## src/verilog/spi_cmd_pkg.sv

```systemverilog
package spi_cmd_pkg;

  typedef logic [11:0] cmd_t;      // bit 11 write flag, 10:8 address, 7:0 data
  typedef logic [2:0]  reg_addr_t;
  typedef logic [7:0]  byte_t;
  typedef logic [3:0]  apb_addr_t;

  localparam int CMD_WR_BIT = 11;

  localparam apb_addr_t CMD_OFS    = 4'h0; // write pushes a command
  localparam apb_addr_t STATUS_OFS = 4'h4;
  localparam apb_addr_t RDATA_OFS  = 4'h8; // read clears valid and overrun

  localparam int ST_BUSY    = 0;
  localparam int ST_FULL    = 1;
  localparam int ST_EMPTY   = 2;
  localparam int ST_RVALID  = 3;
  localparam int ST_OVERRUN = 4;

endpackage
```

## src/verilog/spi_cmd_top.sv

```systemverilog
`timescale 1ns/100ps

module spi_cmd_top #(
  parameter int FIFO_DEPTH = 4,
  parameter int CLK_HALF   = 4,
  parameter int READ_GAP   = 100
) (
  input  logic                   clk,
  input  logic                   rst_n,
  input  logic                   psel,
  input  logic                   penable,
  input  logic                   pwrite,
  input  spi_cmd_pkg::apb_addr_t paddr,
  input  logic [31:0]            pwdata,
  output logic [31:0]            prdata,
  output logic                   pslverr,
  output logic                   sclk,
  output logic                   cs,
  output logic                   mosi,
  input  logic                   miso
);

  logic               push;
  spi_cmd_pkg::cmd_t  push_data;
  spi_cmd_pkg::cmd_t  head;
  logic               full;
  logic               empty;
  logic               cmd_vld;
  logic               cmd_rdy;
  logic               pop;
  logic               busy;
  logic               read_vld;
  spi_cmd_pkg::byte_t read_data;

  assign cmd_vld = !empty;
  assign pop     = cmd_vld && cmd_rdy; // queue advances on the engine handshake

  spi_apb_regs regs_i (
    .clk       (clk),
    .rst_n     (rst_n),
    .psel      (psel),
    .penable   (penable),
    .pwrite    (pwrite),
    .paddr     (paddr),
    .pwdata    (pwdata),
    .full      (full),
    .empty     (empty),
    .busy      (busy),
    .read_vld  (read_vld),
    .read_data (read_data),
    .prdata    (prdata),
    .pslverr   (pslverr),
    .push      (push),
    .push_data (push_data)
  );

  spi_cmd_fifo #(
    .DEPTH (FIFO_DEPTH)
  ) fifo_i (
    .clk       (clk),
    .rst_n     (rst_n),
    .push      (push),
    .push_data (push_data),
    .pop       (pop),
    .head      (head),
    .full      (full),
    .empty     (empty)
  );

  spi_frame_engine #(
    .CLK_HALF (CLK_HALF),
    .READ_GAP (READ_GAP)
  ) engine_i (
    .clk       (clk),
    .rst_n     (rst_n),
    .cmd_in    (head),
    .cmd_vld   (cmd_vld),
    .miso      (miso),
    .cmd_rdy   (cmd_rdy),
    .busy      (busy),
    .sclk      (sclk),
    .cs        (cs),
    .mosi      (mosi),
    .read_vld  (read_vld),
    .read_data (read_data)
  );

endmodule

```

## src/verilog/spi_apb_regs.sv

```systemverilog
`timescale 1ns/100ps

module spi_apb_regs (
  input  logic                   clk,
  input  logic                   rst_n,
  input  logic                   psel,
  input  logic                   penable,
  input  logic                   pwrite,
  input  spi_cmd_pkg::apb_addr_t paddr,
  input  logic [31:0]            pwdata,
  input  logic                   full,
  input  logic                   empty,
  input  logic                   busy,
  input  logic                   read_vld,
  input  spi_cmd_pkg::byte_t     read_data,
  output logic [31:0]            prdata,
  output logic                   pslverr,
  output logic                   push,
  output spi_cmd_pkg::cmd_t      push_data
);

  logic               access;
  logic               hit_cmd;
  logic               hit_status;
  logic               hit_rdata;
  logic               rdata_rd;
  logic               rvalid;
  logic               overrun;
  spi_cmd_pkg::byte_t rdata_q;
  logic [31:0]        status;

  assign access     = psel && penable; // with zero wait states every access ends here
  assign hit_cmd    = (paddr == spi_cmd_pkg::CMD_OFS);
  assign hit_status = (paddr == spi_cmd_pkg::STATUS_OFS);
  assign hit_rdata  = (paddr == spi_cmd_pkg::RDATA_OFS);
  assign rdata_rd   = access && !pwrite && hit_rdata;

  assign push      = access && pwrite && hit_cmd && !full;
  assign push_data = spi_cmd_pkg::cmd_t'(pwdata[11:0]);
  assign pslverr   = access && (!(hit_cmd || hit_status || hit_rdata) ||
                                (pwrite && hit_cmd && full));

  always_comb
  begin
    status                          = '0;
    status[spi_cmd_pkg::ST_BUSY]    = busy;
    status[spi_cmd_pkg::ST_FULL]    = full;
    status[spi_cmd_pkg::ST_EMPTY]   = empty;
    status[spi_cmd_pkg::ST_RVALID]  = rvalid;
    status[spi_cmd_pkg::ST_OVERRUN] = overrun;
  end

  always_comb
  begin
    prdata = '0;
    if (psel && !pwrite)
    begin
      if (hit_status)
        prdata = status;
      else if (hit_rdata)
        prdata = {24'd0, rdata_q};
    end
  end

  // a byte arriving in the same cycle as an RDATA read is not an overrun
  always_ff @(posedge clk or negedge rst_n)
  begin
    if (!rst_n)
    begin
      rvalid  <= 1'b0;
      overrun <= 1'b0;
    end
    else
    begin
      rvalid  <= read_vld || (rvalid && !rdata_rd);
      overrun <= (read_vld && rvalid && !rdata_rd) || (overrun && !rdata_rd);
    end
  end

  always_ff @(posedge clk)
  begin
    if (read_vld)
      rdata_q <= read_data; // newest byte always wins
  end

  a_no_push_full: assert property (@(posedge clk) disable iff (!rst_n)
    push |-> !full);

endmodule

```

## src/verilog/spi_cmd_fifo.sv

```systemverilog
`timescale 1ns/100ps

module spi_cmd_fifo #(
  parameter int DEPTH = 4
) (
  input  logic              clk,
  input  logic              rst_n,
  input  logic              push,
  input  spi_cmd_pkg::cmd_t push_data,
  input  logic              pop,
  output spi_cmd_pkg::cmd_t head,
  output logic              full,
  output logic              empty
);

  localparam int AW = (DEPTH > 1) ? $clog2(DEPTH) : 1;

  spi_cmd_pkg::cmd_t mem [DEPTH];
  logic [AW-1:0]     wr_ptr;
  logic [AW-1:0]     rd_ptr;
  logic [AW:0]       count;
  logic              wr_en;
  logic              rd_en;

  assign wr_en = push && !full;  // a refused push leaves the queue untouched
  assign rd_en = pop && !empty;
  assign full  = (count == (AW + 1)'(DEPTH));
  assign empty = (count == '0);
  assign head  = mem[rd_ptr];

  always_ff @(posedge clk or negedge rst_n)
  begin
    if (!rst_n)
    begin
      wr_ptr <= '0;
      rd_ptr <= '0;
      count  <= '0;
    end
    else
    begin
      if (wr_en)
        wr_ptr <= (wr_ptr == AW'(DEPTH - 1)) ? '0 : wr_ptr + 1'b1;
      if (rd_en)
        rd_ptr <= (rd_ptr == AW'(DEPTH - 1)) ? '0 : rd_ptr + 1'b1;
      case ({wr_en, rd_en})
        2'b10:   count <= count + 1'b1;
        2'b01:   count <= count - 1'b1;
        default: count <= count;
      endcase
    end
  end

  always_ff @(posedge clk)
  begin
    if (wr_en)
      mem[wr_ptr] <= push_data;
  end

  a_no_pop_empty: assert property (@(posedge clk) disable iff (!rst_n)
    pop |-> !empty);

endmodule

```

## src/verilog/spi_frame_engine.sv

```systemverilog
`timescale 1ns/100ps

module spi_frame_engine #(
  parameter int CLK_HALF = 4,
  parameter int READ_GAP = 100
) (
  input  logic               clk,
  input  logic               rst_n,
  input  spi_cmd_pkg::cmd_t  cmd_in,
  input  logic               cmd_vld,
  output logic               cmd_rdy,
  output logic               busy,
  output logic               sclk,
  output logic               cs,
  output logic               mosi,
  input  logic               miso,
  output logic               read_vld,
  output spi_cmd_pkg::byte_t read_data
);

  localparam int HW = (CLK_HALF > 1) ? $clog2(CLK_HALF) : 1;
  localparam int GW = (READ_GAP > 1) ? $clog2(READ_GAP + 1) : 1;

  typedef enum logic [2:0] {
    IDLE,
    LOAD,
    WR_FRAME,
    RD_ADDR,
    RD_GAP,
    RD_DATA,
    FINISH
  } state_t;

  state_t             state;
  logic [HW-1:0]      hcnt;
  logic [3:0]         bit_cnt;
  logic [3:0]         frame_bits;
  logic [GW-1:0]      gcnt;
  logic               is_wr;
  spi_cmd_pkg::cmd_t  tx_sreg;
  spi_cmd_pkg::byte_t rx_sreg;
  logic               in_frame;
  logic               half_done;
  logic               last_bit;
  logic               take_cmd;

  assign cmd_rdy   = (state == IDLE);
  assign busy      = (state != IDLE);
  assign take_cmd  = cmd_rdy && cmd_vld;
  assign in_frame  = (state == WR_FRAME) || (state == RD_ADDR) || (state == RD_DATA);
  assign half_done = (hcnt == HW'(CLK_HALF - 1));
  assign last_bit  = (bit_cnt == frame_bits - 4'd1);
  assign read_data = rx_sreg;

  always_comb
  begin
    case (state)
      WR_FRAME: frame_bits = 4'd12;
      RD_ADDR:  frame_bits = 4'd4; // flag plus address
      default:  frame_bits = 4'd8;
    endcase
  end

  always_ff @(posedge clk or negedge rst_n)
  begin
    if (!rst_n)
    begin
      state    <= IDLE;
      cs       <= 1'b1;
      sclk     <= 1'b0;
      mosi     <= 1'b0;
      read_vld <= 1'b0;
      hcnt     <= '0;
      bit_cnt  <= '0;
      gcnt     <= '0;
      is_wr    <= 1'b0;
    end
    else
    begin
      read_vld <= 1'b0;
      if (in_frame)
        hcnt <= half_done ? '0 : hcnt + 1'b1;
      case (state)
        IDLE:
        begin
          if (cmd_vld)
          begin
            is_wr <= cmd_in[spi_cmd_pkg::CMD_WR_BIT];
            cs    <= 1'b0;
            state <= LOAD;
          end
        end
        LOAD:
        begin
          mosi    <= tx_sreg[11]; // first bit gets a full half period of setup
          hcnt    <= '0;
          bit_cnt <= '0;
          state   <= is_wr ? WR_FRAME : RD_ADDR;
        end
        WR_FRAME, RD_ADDR, RD_DATA:
        begin
          if (half_done)
          begin
            if (sclk)
            begin
              sclk    <= 1'b0;
              bit_cnt <= bit_cnt + 4'd1;
              if (state != RD_DATA)
                mosi <= last_bit ? 1'b0 : tx_sreg[10];
            end
            else if (bit_cnt == frame_bits)
            begin
              cs <= 1'b1; // trailing half period is over
              if (state == RD_ADDR)
              begin
                gcnt  <= '0;
                state <= RD_GAP;
              end
              else
              begin
                read_vld <= (state == RD_DATA);
                state    <= FINISH;
              end
            end
            else
              sclk <= 1'b1;
          end
        end
        RD_GAP:
        begin
          if (gcnt == GW'(READ_GAP - 1))
          begin
            cs      <= 1'b0;
            hcnt    <= '0;
            bit_cnt <= '0;
            state   <= RD_DATA;
          end
          else
            gcnt <= gcnt + 1'b1;
        end
        FINISH:
          state <= IDLE; // guarantees cs high between commands
        default:
          state <= IDLE;
      endcase
    end
  end

  always_ff @(posedge clk)
  begin
    if (take_cmd)
      tx_sreg <= cmd_in;
    else if (in_frame && half_done && sclk)
      tx_sreg <= {tx_sreg[10:0], 1'b0};
    if (state == RD_DATA && half_done && !sclk && bit_cnt != frame_bits)
      rx_sreg <= {rx_sreg[6:0], miso}; // sampled as sclk rises
  end

  a_cs_idle: assert property (@(posedge clk) disable iff (!rst_n)
    (state == IDLE) |-> cs);

  a_rvld_finish: assert property (@(posedge clk) disable iff (!rst_n)
    read_vld |-> (state == FINISH) && !is_wr);

endmodule

```

## config.mk

```make
export PLATFORM = sky130hd
export DESIGN_NAME = spi_cmd_top
export DESIGN_NICKNAME = d
export VERILOG_FILES = /design/src/verilog/spi_cmd_pkg.sv /design/src/verilog/spi_cmd_top.sv /design/src/verilog/spi_apb_regs.sv /design/src/verilog/spi_cmd_fifo.sv /design/src/verilog/spi_frame_engine.sv
export SDC_FILE = /design/constraint.sdc
export NUM_CORES = 1
export LEC_CHECK = 0
export BUFFER_PORTS_ARGS = -buffer_cell sky130_fd_sc_hd__buf_2
export CELL_PAD_IN_SITES_DETAIL_PLACEMENT = 1
export CELL_PAD_IN_SITES_GLOBAL_PLACEMENT = 2
export CORE_MARGIN = 1.5
export CORE_UTILIZATION = 43
export DETAILED_ROUTE_END_ITERATION = 12
export PLACE_DENSITY_LB_ADDON = 0.15
export SYNTH_ARGS = -nofsm -noshare
export SYNTH_HDL_FRONTEND = slang
export SYNTH_HIERARCHICAL = 1
export SYNTH_SLANG_ARGS = --single-unit
export TNS_END_PERCENT = 20
```

## constraint.sdc

```tcl
create_clock -name clk -period 4.98 [get_ports clk]
set_input_delay 0.249 -clock clk [delete_from_list [all_inputs] [get_ports clk]]
set_output_delay 0.249 -clock clk [all_outputs]
set_load 0.05 [all_outputs]
```

==> out/results.ini <==
[synth]
avgSynthCellArea_um2=13.9
yosys-top-cells-area=edfxtp_1, dfrtp_1, buf_4, mux4_2, mux2_2
synthAdderAreaFrac_pct=2.82
yosysMostFrequentCell=edfxtp_1
synthXorXnorAreaFrac_pct=1.19
synth_top_family_by_area=simple AND/OR/NAND/NOR gates
synth_simple_gate_area_share_pct=11.9
synth_compound_area_share_pct=6.73
ys_seq_elements=106
ys_seq_area_share_pct=59.0
syn_area_um2=5150
synth_top_area_share_pct=44.3
synthMuxAreaShare_pct=9.63
synth_warnings=6
synthArstFlopShare_pct=28.3
synth_edf_count=76
synth_area_leader_cell=edfxtp_1
synth.distinct_cells=66
synth_common_cells=edfxtp_1, buf_4, dfrtp_1
ys.flop_type=edfxtp_1
synth_cells=369

[final_layout]
n_antenna_cell=0
utilization_pct=47.6
synthToLayoutAreaGrowth_pct=7.05
fillers=1169
multi_input_area_um2=1750
final_net_count=442
regArea_um2=3030
drive_above_1_share_pct=22.1

[timing]
hold_viol=0
relSlewSlack_pct=47.8
skew_ns=0.00560
period_share_pct=53.8
fin_tns_setup_ns=0
hold_ws_ns=0.0836
finalMaxSlewViolations=0
fmax_mhz=373
rsz0062_at_grt=false
worst_slew_pin_slew_ns=0.783
worst_slack_ns=2.30
layout_min_cycle_time_ns=2.68
setup_viol=0

[power]
leakagePower_uw=0.00207
internal_power_uw=1600
pwr-share-comb_pct=22.6
p_switching_uw=768
power_density_nw_per_um2=430
total_power_uw=2370
clkPwrFrac_pct=28.5
netSwitchingFraction_pct=32.4
ir_worst_vdd_mv=0.272
seqPwrFrac_pct=48.9

[clocking]
cts_max_level=3
clock-sinks=106
clkLatencyLatePin_ns=0.35
root_buffer=clkbuf_16
tritoncts=done
post_cts_resize_count=0
max-clock-path-buffers=2
clk_pin_slew_ns=0.07
cts_buffers=9

[worst_hold_path]
hold_depth=1
worstHoldStart=miso
min_to=engine_i/read_data[0]$_DFFE_PP_
hp-class=in2reg

[setup_path]
start_kind=flip-flop
r2r_end=fifo_i/count[2]$_DFFE_PN0P_
crit_buf_inv=2
reg2reg_depth=11
cp_cell_sequence=or2_1, nor2_1, nor2b_1, nand2b_4, inv_1, ha_1, inv_1, fa_1, xor2_1, nor2_1, xor2_1
worst_ep_arrival_time_ns=2.96
slowest_stage=dfrtp_1
r2r_start=engine_i/state[1]$_DFFE_PN0P_
critical_path_depth=11
r2r_slack_ns=2.30
setup.worst_path.end_class=flip-flop
critPathKind=reg2reg
slowest_delay_ns=0.56
worstPathMaxFanout=17
path_delay_family=simple AND/OR/NAND/NOR gates
required_ns=5.26

[die]
coreArea_um2=11600
start_util_pct=44.5
placementRows=39
die_w_um=112
dieHeight_um=112
pin_count=78
die-area_um2=12600

[detailed_routing]
firstDrtPassIters=10
first_iter_violations=109
top_layer=met4
via_per_inst=5.28
dr_wl_met3_um=312
drc_errors=2
wl_met1_um=4350
wl_met2_um=4710
ant_nets=0
dr_total_vias=2833
wl_per_cell_um=17.6
routed_wirelength_um=9470

[placement]
gp_congestion=0.747
port_buffers=33
place_ws_ns=2.28
dp_hpwl_um=6310

[status]
violations=DRC
status=finished with violations

[global_routing]
grt_pass1_vias=2978
grt_max_degree=31
antenna_found_initial=0
grt-ovfl-total=0
grt_pass1_wl_um=15500
grt_util_all_layers_pct=16.1

[flow_run]
drv_cap=0

==> metrics by stage <==
stage,instances,instance area [um2]
3_3_place_gp,520,5220
4_1_cts,537,5510
2_1_floorplan,392,5230
6_report,537,5510
5_1_grt,537,5510
3_5_place_dp,520,5220
==> placed cells by master (no fill, tap or decap), types with 5 or more instances in the layout <==
master | Yosys | routed
edfxtp_1 | 76 | 76
buf_2 | 4 | 33
dfrtp_1 | 29 | 29
conb_1 | 1 | 24
inv_1 | 21 | 21
a21oi_1 | 19 | 19
nor2_1 | 15 | 15
nand3b_1 | 13 | 13
mux2_2 | 12 | 12
o21ai_0 | 11 | 11
nand2_1 | 10 | 10
ha_1 | 10 | 10
clkbuf_16 | 0 | 9
mux4_2 | 8 | 8
nand2b_1 | 6 | 6
and3_1 | 5 | 5
and2_1 | 5 | 5
==> logic make-up after synthesis <==
family	Yosys count
AOI/OAI and AO/OA	52
xor gates and xnor gates	7
adders and majority gates	11
buffers and inverters	71
DFF	106
muxes	30
other	1
and+or+nand+nor	91
==> layer usage <==
layer	track usage, %	vias up
met5	0	-
met4	4.05	0
met3	4.81	11
met2	27.2	51
met1	20.4	1428
li1	-	1343
==> area by class of cell <==
type | instances | area share [%]
multi-input combinational | 215 | 31.8
timing repair buffer | 36 | 3.45
clock buffer | 10 | 4.16
inverter | 21 | 1.43
clock inverter | 6 | 0.886
tap | 143 | 3.25
sequential | 106 | 55.1
==> power by group through the flow <==
| stage | combinational [uW] | sequential [uW] | clock, uW |
|---|---|---|---|
| after detailed placement | 538 | 1180 | 0 |
| after CTS | 541 | 1160 | 702 |
| after floorplan | 489 | 1140 | 0 |
| after global routing | 596 | 1180 | 724 |
| final | 536 | 1160 | 676 |
| after global placement | 523 | 1180 | 0 |
==> worst register-to-register path, cell delays in order, from the launching register on <==
cell,delay (ns)
dfrtp_1,0.56
or2_1,0.45
nor2_1,0.17
nor2b_1,0.24
nand2b_4,0.09
inv_1,0.06
ha_1,0.17
inv_1,0.06
fa_1,0.39
xor2_1,0.15
nor2_1,0.11
xor2_1,0.15
==> registers in the layout (all words and copies together), names as in the netlist <==
register            count
fifo_i/wr_ptr           2
fifo_i/mem             48
engine_i/bit_cnt        4
fifo_i/rd_ptr           2
engine_i/state          3
engine_i/tx_sreg       12
engine_i/is_wr          1
fifo_i/count            3
regs_i/overrun          1
engine_i/mosi           1
regs_i/rvalid           1
engine_i/gcnt           7
engine_i/hcnt           2
engine_i/read_data      8
regs_i/rdata_q          8
engine_i/read_vld       1
engine_i/cs             1
engine_i/sclk           1
==> worst max-delay path by stage <==
stage                                             end                           from
after floorplan           fifo_i/count[2]$_DFFE_PN0P_  engine_i/state[1]$_DFFE_PN0P_
after global placement    fifo_i/count[2]$_DFFE_PN0P_  engine_i/state[1]$_DFFE_PN0P_
after detailed placement  fifo_i/count[2]$_DFFE_PN0P_  engine_i/state[1]$_DFFE_PN0P_
after CTS                 fifo_i/count[2]$_DFFE_PN0P_  engine_i/state[1]$_DFFE_PN0P_
after global routing      fifo_i/count[2]$_DFFE_PN0P_  engine_i/state[1]$_DFFE_PN0P_
final                     fifo_i/count[2]$_DFFE_PN0P_  engine_i/state[1]$_DFFE_PN0P_
==> repair_timing <==
item                       4_1_cts  5_1_grt
buffers inserted                 0        0
hold buffers                     1        0
setup endpoints to repair        0        0
hold endpoints to repair         5        0
Power figures use the tool's default switching activity.
